File: src/rv_config.svh
`ifndef RV_CONFIG_SVH
`define RV_CONFIG_SVH

// instruction buffer entries. Upstream starts with this many credits.
`define RV_IBUF_DEPTH 4

// result buffer entries.
`define RV_RBUF_DEPTH 4

// credits the slice holds toward the consumer after reset.
`define RV_OUT_CREDITS 2

`endif

File: src/rv_pkg.sv
package rv_pkg;

    // values follow the RV32I funct3 field so decode can cast directly.
    typedef enum logic [2:0] {
        alu_add  = 3'b000,
        alu_sll  = 3'b001,
        alu_slt  = 3'b010,
        alu_sltu = 3'b011,
        alu_xor  = 3'b100,
        alu_srl  = 3'b101,
        alu_or   = 3'b110,
        alu_and  = 3'b111
    } alu_op_e;

    typedef enum logic [1:0] {
        src1_rs1  = 2'd0,
        src1_pc   = 2'd1,
        src1_zero = 2'd2
    } src1_e;

    typedef enum logic {
        src2_rs2 = 1'b0,
        src2_imm = 1'b1
    } src2_e;

    typedef struct packed {
        logic [31:0] instr;
        logic [31:0] pc;
    } fetch_t;

    typedef struct packed {
        logic        valid;
        logic [4:0]  rs1;
        logic [4:0]  rs2;
        logic [4:0]  rd;
        logic        rd_write;
        alu_op_e     alu_op;
        logic        sub_sra;
        src1_e       src1;
        src2_e       src2;
        logic [31:0] pc;
        logic [31:0] imm;
        logic [31:0] rs1_value;
        logic [31:0] rs2_value;
    } decoded_t;

    typedef struct packed {
        logic        valid;
        logic [4:0]  rd;
        logic        rd_write;
        logic [31:0] pc;
        logic [31:0] result;
    } exec_t;

    typedef struct packed {
        logic [4:0]  rd;
        logic [31:0] pc;
        logic [31:0] value;
    } result_t;

endpackage

File: src/rv_credit_fifo.sv
`timescale 1ns/1ps

module rv_credit_fifo #(
    parameter type T = logic [31:0],
    parameter int DEPTH = 4
) (
    input  logic clk,
    input  logic rst_n,
    input  logic push,
    input  T     push_data,
    input  logic pop,
    output T     pop_data,
    output logic empty,
    output logic full
);
    localparam int AW = (DEPTH > 1) ? $clog2(DEPTH) : 1;
    localparam int CW = $clog2(DEPTH + 1);

    T              mem [DEPTH];
    logic [AW-1:0] wr_ptr;
    logic [AW-1:0] rd_ptr;
    logic [CW-1:0] count;

    assign empty    = (count == '0);
    assign full     = (count == CW'(DEPTH));
    assign pop_data = mem[rd_ptr]; // head is visible before the pop.

    always_ff @(posedge clk) begin
        if (push) begin
            mem[wr_ptr] <= push_data;
        end
    end

    always_ff @(posedge clk or negedge rst_n) begin
        if (!rst_n) begin
            wr_ptr <= '0;
            rd_ptr <= '0;
            count  <= '0;
        end else begin
            if (push) begin
                wr_ptr <= (wr_ptr == AW'(DEPTH - 1)) ? '0 : wr_ptr + 1'b1;
            end
            if (pop) begin
                rd_ptr <= (rd_ptr == AW'(DEPTH - 1)) ? '0 : rd_ptr + 1'b1;
            end
            case ({push, pop})
                2'b10:   count <= count + 1'b1;
                2'b01:   count <= count - 1'b1;
                default: count <= count;
            endcase
        end
    end

    // a push into a full buffer means the sender overspent its credits.
    assert property (@(posedge clk) disable iff (!rst_n) push |-> !full)
        else $error("credit fifo pushed while full");

    assert property (@(posedge clk) disable iff (!rst_n) pop |-> !empty)
        else $error("credit fifo popped while empty");

endmodule

File: src/rv_alu.sv
`timescale 1ns/1ps

module rv_alu (
    input  rv_pkg::alu_op_e op,
    input  logic            sub_sra,
    input  rv_pkg::src1_e   src1,
    input  rv_pkg::src2_e   src2,
    input  logic [31:0]     pc,
    input  logic [31:0]     rs1_value,
    input  logic [31:0]     rs2_value,
    input  logic [31:0]     imm,
    output logic [31:0]     result
);
    logic [31:0] op1;
    logic [31:0] op2;
    logic [4:0]  shamt;

    always_comb begin
        case (src1)
            rv_pkg::src1_rs1: op1 = rs1_value;
            rv_pkg::src1_pc:  op1 = pc;
            default:          op1 = '0;
        endcase
    end

    assign op2   = (src2 == rv_pkg::src2_imm) ? imm : rs2_value;
    assign shamt = op2[4:0];

    always_comb begin
        case (op)
            rv_pkg::alu_add:  result = sub_sra ? op1 - op2 : op1 + op2;
            rv_pkg::alu_sll:  result = op1 << shamt;
            rv_pkg::alu_slt:  result = {31'd0, $signed(op1) < $signed(op2)};
            rv_pkg::alu_sltu: result = {31'd0, op1 < op2};
            rv_pkg::alu_xor:  result = op1 ^ op2;
            rv_pkg::alu_srl: begin
                if (sub_sra) begin
                    result = $unsigned($signed(op1) >>> shamt); // sign fills from the top.
                end else begin
                    result = op1 >> shamt;
                end
            end
            rv_pkg::alu_or:   result = op1 | op2;
            rv_pkg::alu_and:  result = op1 & op2;
            default:          result = '0;
        endcase
    end

endmodule

File: src/rv_decode.sv
`timescale 1ns/1ps
`include "rv_config.svh"

module rv_decode (
    input  logic             clk,
    input  logic             rst_n,
    input  logic             in_valid,
    input  rv_pkg::fetch_t   in_data,
    output logic             in_credit,
    input  logic             stall,
    output logic [4:0]       rs1_addr,
    output logic [4:0]       rs2_addr,
    input  logic [31:0]      rs1_value,
    input  logic [31:0]      rs2_value,
    output rv_pkg::decoded_t dec
);
    localparam logic [6:0] opc_op     = 7'b0110011;
    localparam logic [6:0] opc_op_imm = 7'b0010011;
    localparam logic [6:0] opc_lui    = 7'b0110111;
    localparam logic [6:0] opc_auipc  = 7'b0010111;

    rv_pkg::fetch_t   head;
    rv_pkg::decoded_t dec_next;
    logic             pop;
    logic             empty;
    logic [6:0]       opcode;
    logic [2:0]       funct3;
    logic [6:0]       funct7;

    rv_credit_fifo #(
        .T     (rv_pkg::fetch_t),
        .DEPTH (`RV_IBUF_DEPTH)
    ) u_ibuf (
        .clk       (clk),
        .rst_n     (rst_n),
        .push      (in_valid),
        .push_data (in_data),
        .pop       (pop),
        .pop_data  (head),
        .empty     (empty),
        .full      ()
    );

    assign pop       = !empty && !stall;
    assign in_credit = pop; // the slot frees up as the entry leaves.

    assign opcode   = head.instr[6:0];
    assign funct3   = head.instr[14:12];
    assign funct7   = head.instr[31:25];
    assign rs1_addr = head.instr[19:15];
    assign rs2_addr = head.instr[24:20];

    always_comb begin
        dec_next           = '0;
        dec_next.valid     = pop;
        dec_next.rd        = head.instr[11:7];
        dec_next.pc        = head.pc;
        dec_next.rs1_value = rs1_value;
        dec_next.rs2_value = rs2_value;
        dec_next.alu_op    = rv_pkg::alu_add;
        dec_next.src1      = rv_pkg::src1_zero;
        dec_next.src2      = rv_pkg::src2_imm;
        case (opcode)
            opc_op: begin
                dec_next.rs1      = rs1_addr;
                dec_next.rs2      = rs2_addr;
                dec_next.rd_write = 1'b1;
                dec_next.alu_op   = rv_pkg::alu_op_e'(funct3);
                dec_next.sub_sra  = funct7[5];
                dec_next.src1     = rv_pkg::src1_rs1;
                dec_next.src2     = rv_pkg::src2_rs2;
            end
            opc_op_imm: begin
                dec_next.rs1      = rs1_addr;
                dec_next.rd_write = 1'b1;
                dec_next.alu_op   = rv_pkg::alu_op_e'(funct3);
                dec_next.sub_sra  = (funct3 == 3'b101) && funct7[5]; // only srai uses it.
                dec_next.src1     = rv_pkg::src1_rs1;
                dec_next.imm      = {{20{head.instr[31]}}, head.instr[31:20]};
            end
            opc_lui: begin
                dec_next.rd_write = 1'b1;
                dec_next.imm      = {head.instr[31:12], 12'd0};
            end
            opc_auipc: begin
                dec_next.rd_write = 1'b1;
                dec_next.src1     = rv_pkg::src1_pc;
                dec_next.imm      = {head.instr[31:12], 12'd0};
            end
            default: dec_next.rd_write = 1'b0; // retires as a no-op.
        endcase
        dec_next.rd_write = dec_next.rd_write && (dec_next.rd != 5'd0);
    end

    always_ff @(posedge clk or negedge rst_n) begin
        if (!rst_n) begin
            dec <= '0;
        end else if (!stall) begin
            dec <= dec_next;
        end
    end

endmodule

File: src/rv_execute.sv
`timescale 1ns/1ps

module rv_execute (
    input  logic             clk,
    input  logic             rst_n,
    input  logic             stall,
    input  rv_pkg::decoded_t dec,
    output rv_pkg::exec_t    ex
);
    logic          ex_writes;
    logic          fwd_rs1;
    logic          fwd_rs2;
    logic [31:0]   rs1_value;
    logic [31:0]   rs2_value;
    logic [31:0]   result;
    rv_pkg::exec_t ex_next;

    // the older instruction in ex has not reached the register file yet.
    assign ex_writes = ex.valid && ex.rd_write;
    assign fwd_rs1   = ex_writes && (ex.rd == dec.rs1) && (dec.rs1 != 5'd0);
    assign fwd_rs2   = ex_writes && (ex.rd == dec.rs2) && (dec.rs2 != 5'd0);
    assign rs1_value = fwd_rs1 ? ex.result : dec.rs1_value;
    assign rs2_value = fwd_rs2 ? ex.result : dec.rs2_value;

    rv_alu u_alu (
        .op        (dec.alu_op),
        .sub_sra   (dec.sub_sra),
        .src1      (dec.src1),
        .src2      (dec.src2),
        .pc        (dec.pc),
        .rs1_value (rs1_value),
        .rs2_value (rs2_value),
        .imm       (dec.imm),
        .result    (result)
    );

    always_comb begin
        ex_next.valid    = dec.valid;
        ex_next.rd       = dec.rd;
        ex_next.rd_write = dec.valid && dec.rd_write;
        ex_next.pc       = dec.pc;
        ex_next.result   = result;
    end

    always_ff @(posedge clk or negedge rst_n) begin
        if (!rst_n) begin
            ex <= '0;
        end else if (!stall) begin
            ex <= ex_next;
        end
    end

    // decode never flags x0 as written, so nothing can forward onto x0.
    assert property (@(posedge clk) disable iff (!rst_n)
        ex_writes |-> (ex.rd != 5'd0))
        else $error("forwarding source targets register x0");

endmodule

File: src/rv_writeback.sv
`timescale 1ns/1ps
`include "rv_config.svh"

module rv_writeback (
    input  logic            clk,
    input  logic            rst_n,
    input  rv_pkg::exec_t   ex,
    input  logic [4:0]      rs1_addr,
    input  logic [4:0]      rs2_addr,
    output logic [31:0]     rs1_value,
    output logic [31:0]     rs2_value,
    output logic            stall,
    output logic            out_valid,
    output rv_pkg::result_t out_data,
    input  logic            out_credit
);
    localparam int CW = $clog2(`RV_OUT_CREDITS + 1) + 1;

    logic [31:0]     regs [31:1];
    logic            push;
    logic            rf_write;
    logic            rbuf_empty;
    logic            rbuf_full;
    logic [CW-1:0]   credit_cnt;
    rv_pkg::result_t wb_result;

    assign stall    = rbuf_full && ex.valid;
    assign push     = ex.valid && !rbuf_full;
    assign rf_write = push && ex.rd_write;

    assign wb_result.rd    = ex.rd_write ? ex.rd : 5'd0; // no-ops retire with rd zero.
    assign wb_result.pc    = ex.pc;
    assign wb_result.value = ex.result;

    always_ff @(posedge clk or negedge rst_n) begin
        if (!rst_n) begin
            for (int i = 1; i < 32; i++) begin
                regs[i] <= '0;
            end
        end else if (rf_write) begin
            regs[ex.rd] <= ex.result;
        end
    end

    // the value being written this cycle wins over the stored one.
    always_comb begin
        if (rs1_addr == 5'd0) begin
            rs1_value = '0;
        end else if (rf_write && (ex.rd == rs1_addr)) begin
            rs1_value = ex.result;
        end else begin
            rs1_value = regs[rs1_addr];
        end
        if (rs2_addr == 5'd0) begin
            rs2_value = '0;
        end else if (rf_write && (ex.rd == rs2_addr)) begin
            rs2_value = ex.result;
        end else begin
            rs2_value = regs[rs2_addr];
        end
    end

    rv_credit_fifo #(
        .T     (rv_pkg::result_t),
        .DEPTH (`RV_RBUF_DEPTH)
    ) u_rbuf (
        .clk       (clk),
        .rst_n     (rst_n),
        .push      (push),
        .push_data (wb_result),
        .pop       (out_valid),
        .pop_data  (out_data),
        .empty     (rbuf_empty),
        .full      (rbuf_full)
    );

    assign out_valid = !rbuf_empty && (credit_cnt != '0);

    always_ff @(posedge clk or negedge rst_n) begin
        if (!rst_n) begin
            credit_cnt <= CW'(`RV_OUT_CREDITS);
        end else begin
            credit_cnt <= credit_cnt - CW'(out_valid) + CW'(out_credit);
        end
    end

    // the consumer may only return credits it was actually given.
    assert property (@(posedge clk) disable iff (!rst_n)
        credit_cnt <= CW'(`RV_OUT_CREDITS))
        else $error("output credit counter above its reset value");

endmodule

File: src/rv_core_slice.sv
`timescale 1ns/1ps

module rv_core_slice (
    input  logic            clk,
    input  logic            rst_n,
    input  logic            in_valid,
    input  rv_pkg::fetch_t  in_data,
    output logic            in_credit,
    output logic            out_valid,
    output rv_pkg::result_t out_data,
    input  logic            out_credit
);
    logic             stall;
    logic [4:0]       rs1_addr;
    logic [4:0]       rs2_addr;
    logic [31:0]      rs1_value;
    logic [31:0]      rs2_value;
    rv_pkg::decoded_t dec;
    rv_pkg::exec_t    ex;

    rv_decode u_decode (
        .clk       (clk),
        .rst_n     (rst_n),
        .in_valid  (in_valid),
        .in_data   (in_data),
        .in_credit (in_credit),
        .stall     (stall),
        .rs1_addr  (rs1_addr),
        .rs2_addr  (rs2_addr),
        .rs1_value (rs1_value),
        .rs2_value (rs2_value),
        .dec       (dec)
    );

    rv_execute u_execute (
        .clk   (clk),
        .rst_n (rst_n),
        .stall (stall),
        .dec   (dec),
        .ex    (ex)
    );

    rv_writeback u_writeback (
        .clk        (clk),
        .rst_n      (rst_n),
        .ex         (ex),
        .rs1_addr   (rs1_addr),
        .rs2_addr   (rs2_addr),
        .rs1_value  (rs1_value),
        .rs2_value  (rs2_value),
        .stall      (stall),
        .out_valid  (out_valid),
        .out_data   (out_data),
        .out_credit (out_credit)
    );

endmodule

File: config.mk
export PLATFORM = sky130hd
export DESIGN_NAME = rv_core_slice
export DESIGN_NICKNAME = d
export VERILOG_FILES = /design/src/rv_pkg.sv /design/src/rv_credit_fifo.sv /design/src/rv_alu.sv /design/src/rv_decode.sv /design/src/rv_execute.sv /design/src/rv_writeback.sv /design/src/rv_core_slice.sv
export VERILOG_INCLUDE_DIRS = /design/src
export SDC_FILE = /design/constraint.sdc
export NUM_CORES = 2
export LEC_CHECK = 0
export ABC_AREA = 1
export BUFFER_PORTS_ARGS = -buffer_cell sky130_fd_sc_hd__buf_2
export CORE_MARGIN = 8
export CORE_UTILIZATION = 24
export DETAILED_ROUTE_END_ITERATION = 8
export PLACE_DENSITY = 0.42
export SLEW_MARGIN = 20
export SYNTH_ARGS = -nofsm -noshare
export SYNTH_HDL_FRONTEND = slang
export SYNTH_HIERARCHICAL = 1
export SYNTH_SLANG_ARGS = --single-unit
File: constraint.sdc
create_clock -name clk -period 3.6 [get_ports clk]
set_input_delay 0.36 -clock clk [delete_from_list [all_inputs] [get_ports clk]]
set_output_delay 0.36 -clock clk [all_outputs]
set_load 0.02 [all_outputs]
==> flow_summary.yaml <==
clocking:
  cts_sinks: 1764
  cts_tree: "done"
  numCtsBuffers: 216
  clk_latency_ns: 0.94
  clk_path_buf_depth: 4
  h-tree-depth: 4
  clkSlewWorstSetupHoldPaths_ns: 0.07
  cts_root_buf: "clkbuf_16"
timing:
  min_period_ns: 3.636
  finalSetupViolCount: 6
  finClkSkew_ns: 0.09386
  tightest_slew_ns: 1.138
  fin_crit_sh_pct: 101.0
  hold_violations: 0
  layout_setup_ws_ns: -0.03585
  maxSlewHeadroom_pct: 24.16
  holdWs_ns: 0.1871
  fmax_mhz: 275.0
  slew_violations: 0
  rsz0062_at_grt: "true"
finish:
  design_area_mm2: 0.1200
  post-route-util_pct: 29.54
  area_growth_pct: 22.52
  final_layout_size_suffix_gt1_share_pct: 14.56
  fill_cells: 44130
  multi_input_area_mm2: 0.04450
  ff_latch_area_mm2: 0.04681
  nets: 13530
setup_path:
  cp-start-kind: "flip-flop"
  end_kind: "flip-flop"
  cp_max_fo: 7
  critPathKind: "flip-flop to flip-flop"
  crit_arrival_ns: 4.43
  critPathRequiredTime_ns: 4.39
place:
  hpwl_um: 301600
  gp_congestion: 0.9588
  io_buffer_count: 138
  placed_area_mm2: 0.1102
synthesis:
  yosysWarningCount: 6
  syn_inst: 12930
  synth_area_mm2: 0.09798
  syn-num-nets: 13110
  avgSynthCellArea_um2: 7.579
route:
  routedWlPerCell_um: 24.23
  final_antenna_net_count: 0
  first_iter_violations: 9525
  first_pass_iters: 6
  drc: 0
  drt_wl_total_um: 459500
  via_count: 92160
  via_per_inst: 4.860
global_route:
  grt_max_degree: 126
  grt_usage_pct: 20.61
  grt_pass1_wl_um: 654100
  gr-total-overflow: 0
  first_global_vias: 87320
  antenna_found_initial: 48
die:
  core-area_mm2: 0.4064
  die_width_um: 654.9
  num_rows: 234
  ioPinCount: 139
  die_h_um: 654.9
  initial_core_util_pct: 24.11
  dieArea_mm2: 0.4289
run_status:
  violations: "negative setup slack"
  outcome: "finished, violations left"
pwr:
  ir_drop_mv: 0.6134
  power.leakage_nw: 53.04
  cellPowerDensity_mw_per_mm2: 977.1
run:
  drv_cap: 0
min_path:
  worstHoldPathType: "primary input to asynchronous set/reset pin"
[placed cells by master, fill, tap and decap left out, drive strengths merged, types with 43 or more instances in the layout]
cell	count
o211ai	517
clkbuf	324
dfrtp	1231
nor3	43
dlygate4sd3	67
nor2	847
o21ai	1529
buf	1067
nand2	4291
inv	1051
nand4	87
clkinv	65
edfxtp	532
nand3	1095
a21oi	486
ha	111
[worst max-delay path: stages (launching register included)]
cell       delay [ns]
dfrtp_1          0.40
inv_2            0.06
nand2_1          0.06
nand4_1          0.16
nor2_4           0.19
buf_12           0.13
buf_12           0.13
clkbuf_16        0.15
nand3_1          0.08
nand2_2          0.12
inv_1            0.07
nand2_4          0.12
nand2_8          0.12
buf_4            0.20
ha_1             0.21
o21ai_1          0.28
nand2_1          0.08
o21ai_1          0.14
nand2_1          0.16
nand3_1          0.18
nand3_1          0.09
nor2_1           0.18
nand2_1          0.08
nand2_1          0.06
nand2_1          0.06
[what timing repair did]
action                      CTS  global route
gates cloned                  1             6
setup endpoints to repair    32            35
pin swaps                    19            65
hold buffers                 68             0
buffers inserted              7            27
hold endpoints to repair   1011             0
gates resized for setup     164           287
[through the flow]
step	setup WS (ns)	TNS (ns)	instances	power, mW
detailed placement	-0.5570	-11.64	18440	92.57
finish	-0.03585	-0.1359	18960	117.3
CTS	-0.03175	-0.07787	18920	116.1
global route	-0.2196	-4.932	18950	123.9
floorplan	0.004430	0	12930	62.16
global placement	-0.6359	-11.11	18440	92.62
[cell type report]
| class | count | area share, % |
|---|---|---|
| Inverter | 1058 | 3.371 |
| Clock inverter | 76 | 0.6973 |
| Tap cell | 5428 | 5.658 |
| Timing Repair Buffer | 1137 | 8.892 |
| Sequential cell | 1764 | 39.00 |
| Antenna cell | 16 | 0.03335 |
| Clock buffer | 321 | 5.283 |
| Multi-Input combinational cell | 9164 | 37.07 |
[sequential cells by signal (all words and copies together), names as in the netlist]
register,flops
u_writeback/regs,992
u_writeback/u_rbuf/mem,276
u_decode/u_ibuf/mem,256
u_decode/dec,152
u_execute/ex,71
u_decode/u_ibuf/count,3
u_writeback/credit_cnt,3
u_writeback/u_rbuf/count,3
u_decode/u_ibuf/rd_ptr,2
u_decode/u_ibuf/wr_ptr,2
u_writeback/u_rbuf/rd_ptr,2
u_writeback/u_rbuf/wr_ptr,2
[routing by layer]
layer	GRT usage, %	routed length [um]	part of all wire [%]
met5	0	206	0.045
met4	7.932	20050	4.4
met3	3.054	29430	6.4
met2	32.31	203100	44
met1	28.58	206700	45
[where the power goes]
part	switching, mW	internal [mW]	leakage (nW)	total [mW]
combinational	47.0	20.5	27.7	67.4
sequential	2.66	24.9	21.8	27.5
clock	9.39	13.0	3.52	22.4
[worst paths after layout]
| kind | from | to | slack, ns | cells past startpoint |
|---|---|---|---|---|
| worst min register to register | u_decode/dec[71] | u_decode/dec[71] | 0.48 | 2 |
| worst max-delay path | u_execute/ex[67] | u_execute/ex[30] | -0.04 | 24 |
| worst min-delay path | rst_n | u_writeback/regs[151] | 0.19 | 3 |
| worst max register to register | u_execute/ex[67] | u_execute/ex[30] | -0.04 | 24 |
| min in group clk | in_data[21] | u_decode/u_ibuf/mem[3][21] | 0.29 | 2 |
| max in group asynchronous | rst_n | u_decode/u_ibuf/rd_ptr[1] | 2.47 | 4 |
Power figures use the tool's default switching activity.
